## config.mk

```make
export PLATFORM = sky130hd
export DESIGN_NAME = serial_addr_gen
export DESIGN_NICKNAME = d
export VERILOG_FILES = /design/src/mem_bus_pkg.sv /design/src/serial_addr_gen.sv
export SDC_FILE = /design/constraint.sdc
export NUM_CORES = 1
export LEC_CHECK = 0
export BUFFER_PORTS_ARGS = -buffer_cell sky130_fd_sc_hd__buf_4
export CORE_ASPECT_RATIO = 0.6
export CORE_MARGIN = 1.5
export CORE_UTILIZATION = 42
export CTS_CLUSTER_DIAMETER = 100
export DETAILED_ROUTE_END_ITERATION = 6
export PLACE_DENSITY_LB_ADDON = 0.15
export SLEW_MARGIN = 5
export SYNTH_ARGS = -nofsm -noshare
export SYNTH_HDL_FRONTEND = slang
export SYNTH_SLANG_ARGS = --single-unit
```

## constraint.sdc

```tcl
create_clock -name i_clk -period 0.9 [get_ports i_clk]
set_input_delay 0.045 -clock i_clk [delete_from_list [all_inputs] [get_ports i_clk]]
set_output_delay 0.045 -clock i_clk [all_outputs]
set_load 0.005 [all_outputs]
```

## src/mem_bus_pkg.sv

```systemverilog
`default_nettype none

package mem_bus_pkg;

   localparam int DATA_W = 32;
   localparam int LANES  = DATA_W / 8;

   typedef logic [DATA_W-1:0]        data_t;  // One word on the memory bus
   typedef logic [31:0]              addr_t;  // Byte address
   typedef logic [LANES-1:0]         mask_t;  // Byte lane write enables
   typedef logic [$clog2(LANES)-1:0] lane_t;  // Byte position within a word

   typedef enum logic [1:0] {
      RAM_IDLE,
      RAM_WR_WAIT,
      RAM_RD_DELAY,
      RAM_RD_RESP
   } ram_state_t;

endpackage

`default_nettype wire

```

## src/serial_addr_gen.sv

```systemverilog
`timescale 1ns/1ns
`default_nettype none

module serial_addr_gen (
   input  wire logic          i_clk,
   input  wire logic          i_en,
   input  wire logic          i_rs1,
   input  wire logic          i_imm,
   output mem_bus_pkg::addr_t o_adr
);

   logic carry;
   logic sum;
   logic carry_nxt;

   // *******************************************************************
   // One-bit full adder, LSB first

   assign sum       = i_rs1 ^ i_imm ^ carry;
   assign carry_nxt = (i_rs1 & i_imm) | (carry & (i_rs1 ^ i_imm));

   always_ff @(posedge i_clk) begin
      if (i_en)
         carry <= carry_nxt;
      else
         carry <= 1'b0;  // Every phase starts with zero carry
   end

   // *******************************************************************
   // Address shift register

   // Sum bits enter at the top and walk down, so after 32 enabled cycles
   // bit 0 of the sum sits at bit 0 of the register
   always_ff @(posedge i_clk) begin
      if (i_en)
         o_adr <= {sum, o_adr[31:1]};
   end

   // The register holds its value while i_en is low, which keeps the
   // command address steady for the memory side until it is taken

endmodule

`default_nettype wire

```

### After elaboration in Yosys (flattened, before gate mapping)

Cells that the tools add are included.

* bits in registers: 33
* input port bits: 4
* output and inout port bits: 32
* logic and storage cells: 7

* bitwise gates (word level): 5

Operators by type and width (number)
* AND 1 bit: 2
* bitwise XOR 1 bit: 2
* OR 1 bit: 1

### Longest topological paths before layout

* depth in word-level cells: 3
* gate-level depth with buffers: 2
* gate-level depth less buffers: 2

### Least setup slack after synthesis

No wires, ideal clock.

* kind: register to register
* start point: reg carry
* end point: reg o_adr[31], data pin
* setup time: 269 ps
* data arrival time: 693 ps
* data required time: 631 ps
* setup slack: -63 ps
* stages on the path, launching flop included: 2
* buffers on the path: 0
* period minus slack after synthesis: 963 ps
* cell sequence: dfxtp_1 fa_1

* word-level cells in the longest chain between the ends: 1

RTL lines
* start: declaration: RTL line serial_addr_gen.sv:12 `logic carry;`
* start signal: assignment: RTL line serial_addr_gen.sv:24 `carry <= carry_nxt;`
* bitwise XOR 1 bit: RTL line serial_addr_gen.sv:19 `assign sum = i_rs1 ^ i_imm ^ carry;`
* named net sum: RTL line serial_addr_gen.sv:13 `logic sum;`
* end signal: assignment: RTL line serial_addr_gen.sv:36 `o_adr <= {sum, o_adr[31:1]};`
* end: declaration: RTL line serial_addr_gen.sv:9 `output mem_bus_pkg::addr_t o_adr`

The timed path passes the listed nets, and every way through them passes these cells.
A chain may end at the register's enable or synchronous reset.

### Worst setup path in the final report

Ends and elaborated chain as after synthesis.

==> out/results.env <==
RUN_STATUS='finished, violations left'
FAILING_CHECKS='negative setup slack'
ASR_FLOP_RATIO_SYNTH=0
YS.WARNINGS.COUNT=0
TIMING.CRITICAL_PATH.CELLS='fa_1'
SETUP_WS_PS=-90.7
HOLD_PATH.STARTPOINT='i_imm'
R2R_END='o_adr[31]$_DFFE_PP_'
REPORT.FINAL.HOLD_VIOL_COUNT=0
R2R_START='carry$_SDFF_PN0_'
TIMING.HOLD.WORST_PATH_DEPTH=2
DIE_WIDTH_UM=66.2
ROUTED-VIA-COUNT=520
SYNTHTOLAYOUTAREAGROWTH_PCT=48.1
START_UTIL=0.455
DR_WL_MET2_UM=687
ROUTED_WL_UM=1550
GRT_USE_TOTAL=0.118
LAYOUT_WORST_PATH_CYCLE_SHARE=1.10
POST_SYNTH_INSTANCE_AREA_SQ_UM=1010
POWER_LEAKAGE_nW=0.601
DPL.HPWL_UM=987
SETUP_VIOL_COUNT_FINAL=1
CRITPATHSLOWESTCELL='fa_1'
NUMCTSBUFFERS=5
ENDPOINT_KIND='flop'
POWER.DENSITY_nW_PER_UM2=2040
CRITICAL-PATH-MAX-STAGE-DELAY_PS=430
POST-SYNTH-TOP-AREA-FRACTION=0.954
SYNTH.NET_COUNT=40
DETAIL_ROUTE.FIRST_PASS.ITERATIONS=2
TOP_LEVEL_PORTS=36
SYNTH-SEQ-CELLS=33
FINALMAXSLEWVIOLATIONS=0
CP.BUFFERS_INVERTERS=0
DR.FIRST_ITER.DRC_COUNT=14
SEQUENTIAL_AREA_SHARE_AFTER_SYNTHESIS=0.974
NET_COUNT_OF_THE_FINISHED_LAYOUT=92
MAX_FO_CRITICAL_PATH=1
DETAIL_ROUTE.WIRELENGTH.MET1_UM=732
GR-TOTAL-OVERFLOW=0
CLOCK_TREE.ROOT_CELL='clkbuf_8'
GRT_START_MAX_NET_PINS=34
POSTROUTEANTENNANETS=0
YS_TYPES=4
POST_SYNTH.CELL_AREA_AVG_SQ_UM=28.8
PEAKVDDDROP_mV=1.13
DOMINANTREGCELLSYNTH='edfxtp_1'
DESIGN_POWER_TOTAL_mW=3.05
MOST_INSTANTIATED_LIBRARY_CELL_AFTER_SYNTHESIS='edfxtp_1'
R2R_CELLS=1
LAYOUT.FILLER_CELLS=174
CLKSINKCOUNT=33
MAXSLEWHEADROOM=0.887
STARTPOINT_TYPE_OF_THE_WORST_SETUP_PATH='flop'
WL_PER_CELL_UM=13.1
CPLARGESTDELAYFAMILY='adder cells'
MULTI_INPUT_AREA_SQ_UM=26.3
HTREE_NUM_LEVELS=2
CAP_VIOLATIONS=0
WORST_EP_ARRIVAL_TIME_PS=1000
WORSTMARGINPINSLEW_PS=169
GP_ROUTABILITY_CONGESTION=0.617
SETUP_REPAIR_AFTER_GLOBAL_ROUTING_MISSED_ITS_MARGIN='true'
CORE_SQ_UM=2210
PORTBUFFERS=35
DRT-VIAS-PER-INSTANCE=4.41
TIMING.CRITICAL_PATH.REQUIRED_PS=910
NUMBER_OF_ROWS_IN_THE_CORE_AREA=13
HOLD-WORST-SLACK_PS=115
CTS.REPORTEDPATHS.CLKPINSLEW_PS=60
NETLIST.TOP_CELL.BY_AREA='edfxtp_1'
DIEHEIGHT_UM=40.9
POST_ROUTE_CELLS_DRIVE_ABOVE_1_SHARE=0.580
FINAL-SEQ-AREA_SQ_UM=981
HOLDPATHEND='o_adr[31]$_DFFE_PP_'
PERIOD_MINUS_SLACK_PS=991
POST_SYNTH_INST_COUNT=35
CLKLATENCYLATEPIN_PS=270
REG2REG_SLACK_PS=-90
MET3WIRELENGTH_UM=108
YS_TOP_CELLS_BY_AREA='edfxtp_1, dfxtp_1, fa_1'
FINAL.SETUP_SKEW_PS=1.27
ANTENNA_CELLS_INSERTED=0
MAXUSEDROUTINGLAYER='met4'
GRT_ANTENNA_BEFORE_REPAIR=0
MAX_FREQ_MHz=1010
COUNT_OF_FLIP_FLOPS_WITH_A_BUILT_IN_ENABLE_AFTER_SYNTHESIS=32
POST_CTS_HOLD_BUFFER_COUNT=0
FP.DIEAREA_SQ_UM=2710
CLK_PATH_BUF_DEPTH=2
SYNTH_COMMONEST_CELLS='edfxtp_1, and2_1, dfxtp_1, fa_1'
TRITONCTS='done'
FIRST_GLOBAL_VIAS=392
MIN-DELAY-PATH-CLASS='in2reg'
DETAIL_ROUTE.DRC_VIOLATIONS=0
WORST-SETUP-PATH-TYPE='reg2reg'
GRT_FIRST_PASS_WIRELENGTH_UM=1990
-- worst max path at each step --
stage	startpoint	slack (ps)	end	cells past startpoint
2_1_floorplan	carry$_SDFF_PN0_	-60	o_adr[31]$_DFFE_PP_	1
3_3_place_gp	carry$_SDFF_PN0_	-70	o_adr[31]$_DFFE_PP_	1
3_5_place_dp	carry$_SDFF_PN0_	-100	o_adr[31]$_DFFE_PP_	1
4_1_cts	carry$_SDFF_PN0_	-90	o_adr[31]$_DFFE_PP_	1
5_1_grt	carry$_SDFF_PN0_	-100	o_adr[31]$_DFFE_PP_	1
6_report	carry$_SDFF_PN0_	-90	o_adr[31]$_DFFE_PP_	1
-- flip-flops by register name, indices dropped and copies added (netlist names) --
register	cells
o_adr	32
carry	1
-- stage by stage --
step	setup WS [ps]	std cells	setup TNS (ps)	utilization	instance area [sq um]
after floorplan	-62.7	35	-62.7	-	1010
after global placement	-69.9	101	-69.9	0.600	1330
after detailed placement	-97.6	101	-97.6	0.600	1330
after CTS	-93.6	109	-96.0	0.637	1410
after global routing	-103	118	-172	0.674	1490
final	-90.7	118	-90.7	0.674	1490
-- routing by layer --
metal,vias to the layer above,GRT usage
li1,242,-
met1,254,0.168
met2,22,0.138
met3,2,0.0659
met4,0,0.0612
met5,-,0
-- power by group --
group,internal (mW),switching [mW]
combinational,0.145,0.0784
clock,0.519,0.471
sequential,1.79,0.0442
-- final cells by class --
cell class,instances,share of cell area
Clock buffer,5,0.0461
Clock inverter,3,0.00839
Multi-Input combinational cell,2,0.0176
Sequential cell,33,0.658
Tap cell,30,0.0252
Timing Repair Buffer,45,0.245
-- cell usage in the layout, fill, tap and decap left out --
cell,netlist,routed
clkbuf_8,0,5
dfxtp_1,1,1
edfxtp_1,32,32
buf_4,0,40
and2_1,1,1
buf_12,0,1
clkinv_1,0,2
buf_6,0,4
fa_1,1,1
clkinv_2,0,1
-- cells by family after synthesis --
logic type	count (synthesis)	share of synthesized area
flip-flops	33	0.974
adder cells (fa/ha/maj)	1	0.0199
AND/OR/NAND/NOR	1	0.00622
-- repair_timing --
| item | CTS | global route |
|---|---|---|
| hold endpoints to repair | 0 | 0 |
| gates resized for setup | 0 | 4 |
| endpoints found under the setup margin | 2 | 14 |
| buffers inserted | 0 | 9 |
No activity file was read; power rests on OpenSTA's default activity.
