### src/lsu_op_pkg.sv
`default_nettype none

package lsu_op_pkg;

   // LB LH LW LBU LHU on loads, SB SH SW on stores
   typedef logic [2:0] funct3_t;

   // Access size, the low two bits of funct3
   typedef logic [1:0] size_t;

   localparam size_t SIZE_BYTE = 2'b00;
   localparam size_t SIZE_HALF = 2'b01;
   // Word accesses use 2'b10 and take the default paths

   // Set in funct3 means zero extension on a load
   localparam int UNSIGNED_BIT = 2;

   // Value of the command bit for a store
   localparam logic CMD_STORE = 1'b1;

endpackage

`default_nettype wire

### src/mem_bus_pkg.sv
`default_nettype none

package mem_bus_pkg;

   localparam int DATA_W = 32;
   localparam int LANES  = DATA_W / 8;

   typedef logic [DATA_W-1:0]        data_t;  // One word on the memory bus
   typedef logic [31:0]              addr_t;  // Byte address
   typedef logic [LANES-1:0]         mask_t;  // Byte lane write enables
   typedef logic [$clog2(LANES)-1:0] lane_t;  // Byte position within a word

   typedef enum logic [1:0] {
      RAM_IDLE,
      RAM_WR_WAIT,
      RAM_RD_DELAY,
      RAM_RD_RESP
   } ram_state_t;

endpackage

`default_nettype wire

### src/serial_mem_if.sv
`timescale 1ns/1ns
`default_nettype none

module serial_mem_if (
   input  wire logic                i_clk,
   input  wire logic                i_reset,
   input  wire logic                i_en,
   input  wire logic                i_init,
   input  wire logic                i_dat_valid,
   input  wire logic                i_cmd,
   input  wire lsu_op_pkg::funct3_t i_funct3,
   input  wire logic                i_rs2,
   input  wire mem_bus_pkg::addr_t  i_adr,
   output logic                     o_rd,
   output logic                     o_busy,
   // Command channel
   output logic                     o_ca_cmd,
   output mem_bus_pkg::addr_t       o_ca_adr,
   output logic                     o_ca_vld,
   input  wire logic                i_ca_rdy,
   // Write-data channel
   output mem_bus_pkg::data_t       o_dm_dat,
   output mem_bus_pkg::mask_t       o_dm_msk,
   output logic                     o_dm_vld,
   input  wire logic                i_dm_rdy,
   // Read-response channel
   input  wire mem_bus_pkg::data_t  i_rd_dat,
   input  wire logic                i_rd_vld,
   output logic                     o_rd_rdy
);

   import mem_bus_pkg::*;
   import lsu_op_pkg::*;

   logic       ca_en;
   logic       dm_en;
   logic       rd_en;
   logic       init_r;    // Last cycle was an init cycle
   logic       signbit;
   logic       issue;
   data_t      dat;
   size_t      size;
   lane_t      lane;
   logic [4:0] ld_shift;

   assign ca_en = o_ca_vld & i_ca_rdy;
   assign dm_en = o_dm_vld & i_dm_rdy;
   assign rd_en = i_rd_vld & o_rd_rdy;

   assign size  = i_funct3[1:0];
   assign lane  = i_adr[1:0];
   assign issue = init_r & ~i_en;  // Falling enable at the end of init

   assign o_ca_cmd = i_cmd;
   assign o_ca_adr = i_adr;
   assign o_rd_rdy = ~i_en;

   // Past the valid width the output repeats the sign or gives zero
   assign o_rd = i_dat_valid ? dat[0] : (signbit & ~i_funct3[UNSIGNED_BIT]);

   // *******************************************************************
   // Store lane placement, byte mask and load shift amount

   always_comb begin
      o_dm_dat = dat;
      o_dm_msk = '1;
      ld_shift = 5'd0;
      case (size)
         SIZE_BYTE: begin
            o_dm_dat = {4{dat[7:0]}};
            o_dm_msk = mask_t'(4'b0001 << lane);
            ld_shift = {lane, 3'b000};
         end
         SIZE_HALF: begin
            o_dm_dat = {2{dat[15:0]}};
            o_dm_msk = lane[1] ? 4'b1100 : 4'b0011;
            ld_shift = {lane[1], 4'b0000};
         end
         default: ;
      endcase
   end

   // *******************************************************************
   // Control

   always_ff @(posedge i_clk) begin
      if (i_reset) begin
         init_r   <= 1'b0;
         o_busy   <= 1'b0;
         o_ca_vld <= 1'b0;
         o_dm_vld <= 1'b0;
         signbit  <= 1'b0;
      end else begin
         init_r <= i_en & i_init;

         if (i_en & i_init)
            o_busy <= 1'b1;
         else if (rd_en | dm_en)
            o_busy <= 1'b0;

         if (ca_en)
            o_ca_vld <= 1'b0;
         else if (issue)
            o_ca_vld <= 1'b1;

         if (dm_en)
            o_dm_vld <= 1'b0;
         else if (issue)
            o_dm_vld <= (i_cmd == CMD_STORE);

         if (i_en & i_init)
            signbit <= 1'b0;
         else if (i_en & i_dat_valid)
            signbit <= dat[0];  // Ends up as the top bit of the loaded field
      end
   end

   // Store data shifts in during init, load data shifts out afterwards
   always_ff @(posedge i_clk) begin
      if (rd_en)
         dat <= i_rd_dat >> ld_shift;
      else if (i_en)
         dat <= {i_rs2, dat[31:1]};
   end

   // *******************************************************************
   // Bus protocol checks

   ca_hold: assert property (@(posedge i_clk) disable iff (i_reset)
      o_ca_vld && !i_ca_rdy |=> o_ca_vld && $stable(o_ca_adr));

   dm_hold: assert property (@(posedge i_clk) disable iff (i_reset)
      o_dm_vld && !i_dm_rdy |=> o_dm_vld && $stable(o_dm_dat) && $stable(o_dm_msk));

   dm_store_only: assert property (@(posedge i_clk) disable iff (i_reset)
      o_dm_vld |-> i_cmd == CMD_STORE);

endmodule

`default_nettype wire

### config.mk
export PLATFORM = sky130hd
export DESIGN_NAME = serial_mem_if
export DESIGN_NICKNAME = d
export VERILOG_FILES = /design/src/lsu_op_pkg.sv /design/src/mem_bus_pkg.sv /design/src/serial_mem_if.sv
export SDC_FILE = /design/constraint.sdc
export NUM_CORES = 1
export LEC_CHECK = 0
export ABC_AREA = 1
export BUFFER_PORTS_ARGS = -buffer_cell sky130_fd_sc_hd__buf_2
export CAP_MARGIN = 20
export CORE_AREA = 10 10 95 97
export CTS_BUF_LIST = sky130_fd_sc_hd__clkbuf_2
export CTS_CLUSTER_SIZE = 14
export DETAILED_ROUTE_END_ITERATION = 12
export DIE_AREA = 0 0 105 107
export PLACE_DENSITY = 0.79
export SLEW_MARGIN = 20
export SYNTH_ARGS = -nofsm -noshare
export SYNTH_HDL_FRONTEND = slang
export SYNTH_SLANG_ARGS = --single-unit
### constraint.sdc
create_clock -name i_clk -period 1.39 [get_ports i_clk]
set_input_delay 0.139 -clock i_clk [delete_from_list [all_inputs] [get_ports i_clk]]
set_output_delay 0.139 -clock i_clk [all_outputs]
set_load 0.01 [all_outputs]
======== Word-level counts from Yosys, hierarchy flattened ========
Index checks and enable logic that the tools add are counted.
word-level totals
  word-level logic and storage cells ...... 34
  bits of input ports ..................... 77
  memory bits (read-only) ................. 0
  memories kept ........................... 0
  RAM bits ................................ 0
  flip-flop bits (word level) ............. 37
  bits in latches ......................... 0
  output and inout port bits .............. 74
operators by class
  shift-type cells ........................ 2
  order comparisons ....................... 0
  div/mod/pow operators ................... 0
  muxes and demuxes ....................... 9
  equal/unequal tests ..................... 1
  reductions and logical operators ........ 6
  add/subtract/negate cells ............... 0
  multiply operators ...................... 0
  bitwise operators ....................... 10
operator list
  operator                                                           number
  32-bit two-way mux                                                 2
  32-bit one-hot mux with 2 select lines                             1
  32-bit by 5-bit >> shifter with 32-bit output                      1
  5-bit one-hot mux with 2 select lines                              1
  4-bit one-hot mux with 2 select lines                              1
  1-bit AND                                                          7
  2-bit OR reduction                                                 3
  4-bit two-way mux                                                  1
  2-bit nonzero test                                                 2
  1-bit by 2-bit left shift with 4-bit output, first input constant  1
  1-bit two-way mux                                                  3
  2-bit by 1-bit == test with 1-bit output, second input constant    1
  2-bit zero test                                                    1
  1-bit inverter                                                     2
  1-bit bitwise OR                                                   1

======== Longest topological paths before layout ========
  depth in word-level cells ............... 5
  gate-level depth with buffers ........... 7
  mapped depth without buffers ............ 5

======== Least setup slack after synthesis ========
OpenSTA, ideal clock, no wires.
  path type ............................... in2reg
  start point ............................. in i_funct3[1]
  end point ............................... reg dat[10] (data pin)
  data required time ...................... 1.131 ns
  buffers on the path ..................... 2
  stages .................................. 6
  arrival time ............................ 0.805 ns
  library setup time ...................... 0.259 ns
  slack ................................... 0.326 ns
  cell sequence ........................... buf_6 > nor2_8 > nand2_2 > buf_2 > nand3_1 > nand3_1
between the ends
  word-level cells in the longest chain between the ends .. 4
  elaborated cells between the ends (all ways) .. 5
  classes of those cells .................. eq/ne: 1; shift: 1; mux: 2; reduce/logical: 1
RTL lines
  what                                                                         RTL line              text
  start, declared                                                              serial_mem_if.sv:11   input wire lsu_op_pkg::funct3_t i_funct3,
  2-bit by 1-bit == test with 1-bit output or 2-bit zero test (tied branches)  serial_mem_if.sv:68   case (size)
  5-bit one-hot mux with 2 select lines (*)                                    serial_mem_if.sv:68
  32-bit by 5-bit >> shifter with 32-bit output (*)                            serial_mem_if.sv:121  dat <= i_rd_dat >> ld_shift;
  32-bit two-way mux (*)                                                       serial_mem_if.sv:120  if (rd_en)
  end signal, assigned                                                         serial_mem_if.sv:121
  end signal, assigned                                                         serial_mem_if.sv:123  dat <= {i_rs2, dat[31:1]};
  end, declared                                                                serial_mem_if.sv:41   data_t dat;
Every way passes the cells marked *; elsewhere a longest branch is shown, timed or not.
A chain may end at the register's enable or synchronous reset.

======== Worst setup path in the final report ========
  start point ............................. reg dat[0]
  end point ............................... out o_dm_dat[24]
between the ends
  word-level cells in the longest chain between the ends .. 1
RTL lines
  what                                    RTL line             text
  32-bit one-hot mux with 2 select lines  serial_mem_if.sv:68
  end, declared                           serial_mem_if.sv:22  output mem_bus_pkg::data_t o_dm_dat,
No other way between the ends.

==> run metrics <==
Final Skew 0.00788 ns; I/O Buffers 90; die area 11200 sq um; total of warnings raised by yosys 0; Routed Antenna Nets 0; peak supply drop 0.337 mV; Max clock buf depth 2; Initial DRC Count 207; startpoint types flip-flop; initial antenna violation count 0; vias per cell 5.09; dpl cell area 3100 sq um; P per Cell Area 889 nW/um^2; WP data arrival 1.26 ns; run status complete, but fails checks; TNS Setup -0.0130 ns; DRC 0; Crit path required time 1.25 ns; Max-slew headroom 0.496; H-Tree Depth 2; share of cells above drive strength 1 0.296; vias in the first global route 2882; Placed Cells incl. Taps 533; Initial Util 0.394; root buffer cell clkbuf_2; Tmin final 1.40 ns; Max-Cap Viols 0; Yosys reg bits 37; critical path type flip-flop to output pin; Finished Layout Cells 551; slowest stage delay, CP 0.50 ns; Max Fclk 713 MHz; Tcrit/Tclk final 1.01; first-pass GRT wire length 14800 um; TritonRoute pass-1 iters 4; Worst-Margin Slew 0.754 ns; n_diodes 0; Yosys cell types 26; Layout area overhead 16.2%; CTS tree done; failing checks setup timing; critical-path cell list nand2_1 > o221ai_1 > buf_2; fin util 0.458; unrepaired setup endpoints after global routing true; Die H 107 um; post-synth net total 468; Via Count 2807; Syn Std Cell Area 2810 sq um; total length of routed wires 9330 um; GPL Wtd Cong 0.853; critical path's top delay family flip-flops; Inserted Clock Buffers 5; Clk pin slew, worst setup/hold paths 0.20 ns; Core ar. 7140 sq um; Mean Syn Cell Area 7.19 sq um; Rows 31; DP Wirelength 6950 um; final setup fails 1; crit-path max FO 5; Synth Instances 391; Power Total 2.90 mW; die width 105 um; post-route cell area 3270 sq um; Clock Sinks 37; Final #Nets 528; # IOs 151; Routed WL per cell 16.9 um; final worst slack -0.0130 ns; GRT Total Usage 0.160; GR Overflow Total 0; Max stage delay cell, worst path edfxtp_1; Seq/Total Area, Yosys 0.377; Buf/Inv on CP 1; Slew Viols, Final 0; final hold violations 0; fillcell total 763; Hold Path Class primary input to flip-flop; worst-skew pair later-pin latency 0.40 ns; Leak 1.69 nW; largest net degree at the start of global routing 40; Crit. End Element output pin
## worst min-delay path: stages
cell,delay [ns]
buf_2,0.11
nand2_1,0.08
a211oi_1,0.07
## path summary, 6_finish.rpt
check	from	endpoint	slack [ns]	cells after the start
setup reg to reg	init_r	o_dm_vld	0.13	5
hold / removal	i_dat_valid	signbit	0.01	3
hold reg to reg	o_ca_vld	o_ca_vld	0.47	1
setup / recovery	dat[0]	o_dm_dat[24]	-0.01	3
## metal layers
metal / GRT usage / vias up / share of wire
met5: 0 / - / 0
met4: 0.0431 / 0 / 0.013
met3: 0.0539 / 21 / 0.11
met2: 0.276 / 150 / 0.49
met1: 0.186 / 1287 / 0.38
li1: - / 1349 / -
## kinds of logic (layout without fill, tap and decap cells)
logic type      count (synthesis)  in the layout  synth area share
compound gates                 36             36            0.0721
buf+inv                       118            179             0.226
flops                          37             37             0.377
simple gates                  200            200             0.324
## stage by stage
| stage | hold slack (ns) | setup slack, ns |
|---|---|---|
| floorplan | 0.211 | 0.326 |
| global route | 0.00767 | -0.0905 |
| CTS | 0.00121 | -0.0193 |
| finish | 0.0117 | -0.0130 |
| global placement | 0.278 | 0.00842 |
| detailed placement | 0.278 | -0.0481 |
## where the power goes
| part | internal (mW) | switching (mW) | leakage, nW | total [mW] |
|---|---|---|---|---|
| combinational | 0.384 | 0.559 | 1.28 | 0.943 |
| clock | 0.110 | 0.384 | 0.0278 | 0.494 |
| sequential | 1.38 | 0.0865 | 0.377 | 1.47 |
## repair_timing
item / in CTS / in global routing
resized for setup: 3 / 14
pin swaps: 2 / 17
setup buffers: 2 / 2
endpoints found under the hold margin: 5 / 0
setup endpoints to repair: 7 / 21
hold buffers: 6 / 0
## placed cells by master (no fill, tap or decap), types with 3 or more instances in the layout
cell type      Yosys  routed
clkbuf_2           0       5
dlygate4sd3_1      0       6
dfxtp_1            5       5
edfxtp_1          32      32
nor2_1             6       5
nand2_2            2       9
nand2_1           96      89
nand3_1           90      89
o21ai_1            4       9
buf_4             43      16
inv_1             54      54
o211ai_1           5       5
buf_6              2       3
a21oi_1            4       4
buf_2             12      87
o21ai_0           19      14
## cell type report
class / instances / area (sq um) / area share
Clock inverter: 3 / 12.5 / 0.00383
Clock buffer: 5 / 25.0 / 0.00766
Sequential cell: 37 / 1060 / 0.325
Tap cell: 99 / 124 / 0.0379
Inverter: 57 / 215 / 0.0659
Timing Repair Buffer: 114 / 689 / 0.211
Multi-Input combinational cell: 236 / 1140 / 0.349
## sequential cells by signal, indices dropped and copies added, names as in the netlist
name and cells:
dat 32, init_r 1, o_busy 1, o_ca_vld 1, o_dm_vld 1, signbit 1
## synthesized netlist by cell type
library cell	instances	share of area
a211oi_1	1	0.0027
a21oi_1	4	0.0071
buf_2	12	0.021
buf_4	43	0.11
buf_6	2	0.0080
clkbuf_1	4	0.0053
clkinv_2	1	0.0018
dfxtp_1	5	0.036
edfxtp_1	32	0.34
inv_1	54	0.072
inv_2	2	0.0027
nand2_1	96	0.13
nand2_2	2	0.0044
nand2_4	1	0.0040
nand3_1	90	0.16
nor2_1	6	0.0080
nor2_2	1	0.0022
nor2_4	2	0.0080
nor2_8	1	0.0071
o211ai_1	5	0.013
o21ai_0	19	0.034
o21ai_1	4	0.0071
o221ai_1	1	0.0031
o22ai_1	1	0.0022
o31ai_1	1	0.0027
or2_2	1	0.0022
Note: power is estimated with default switching activity, not from simulation.
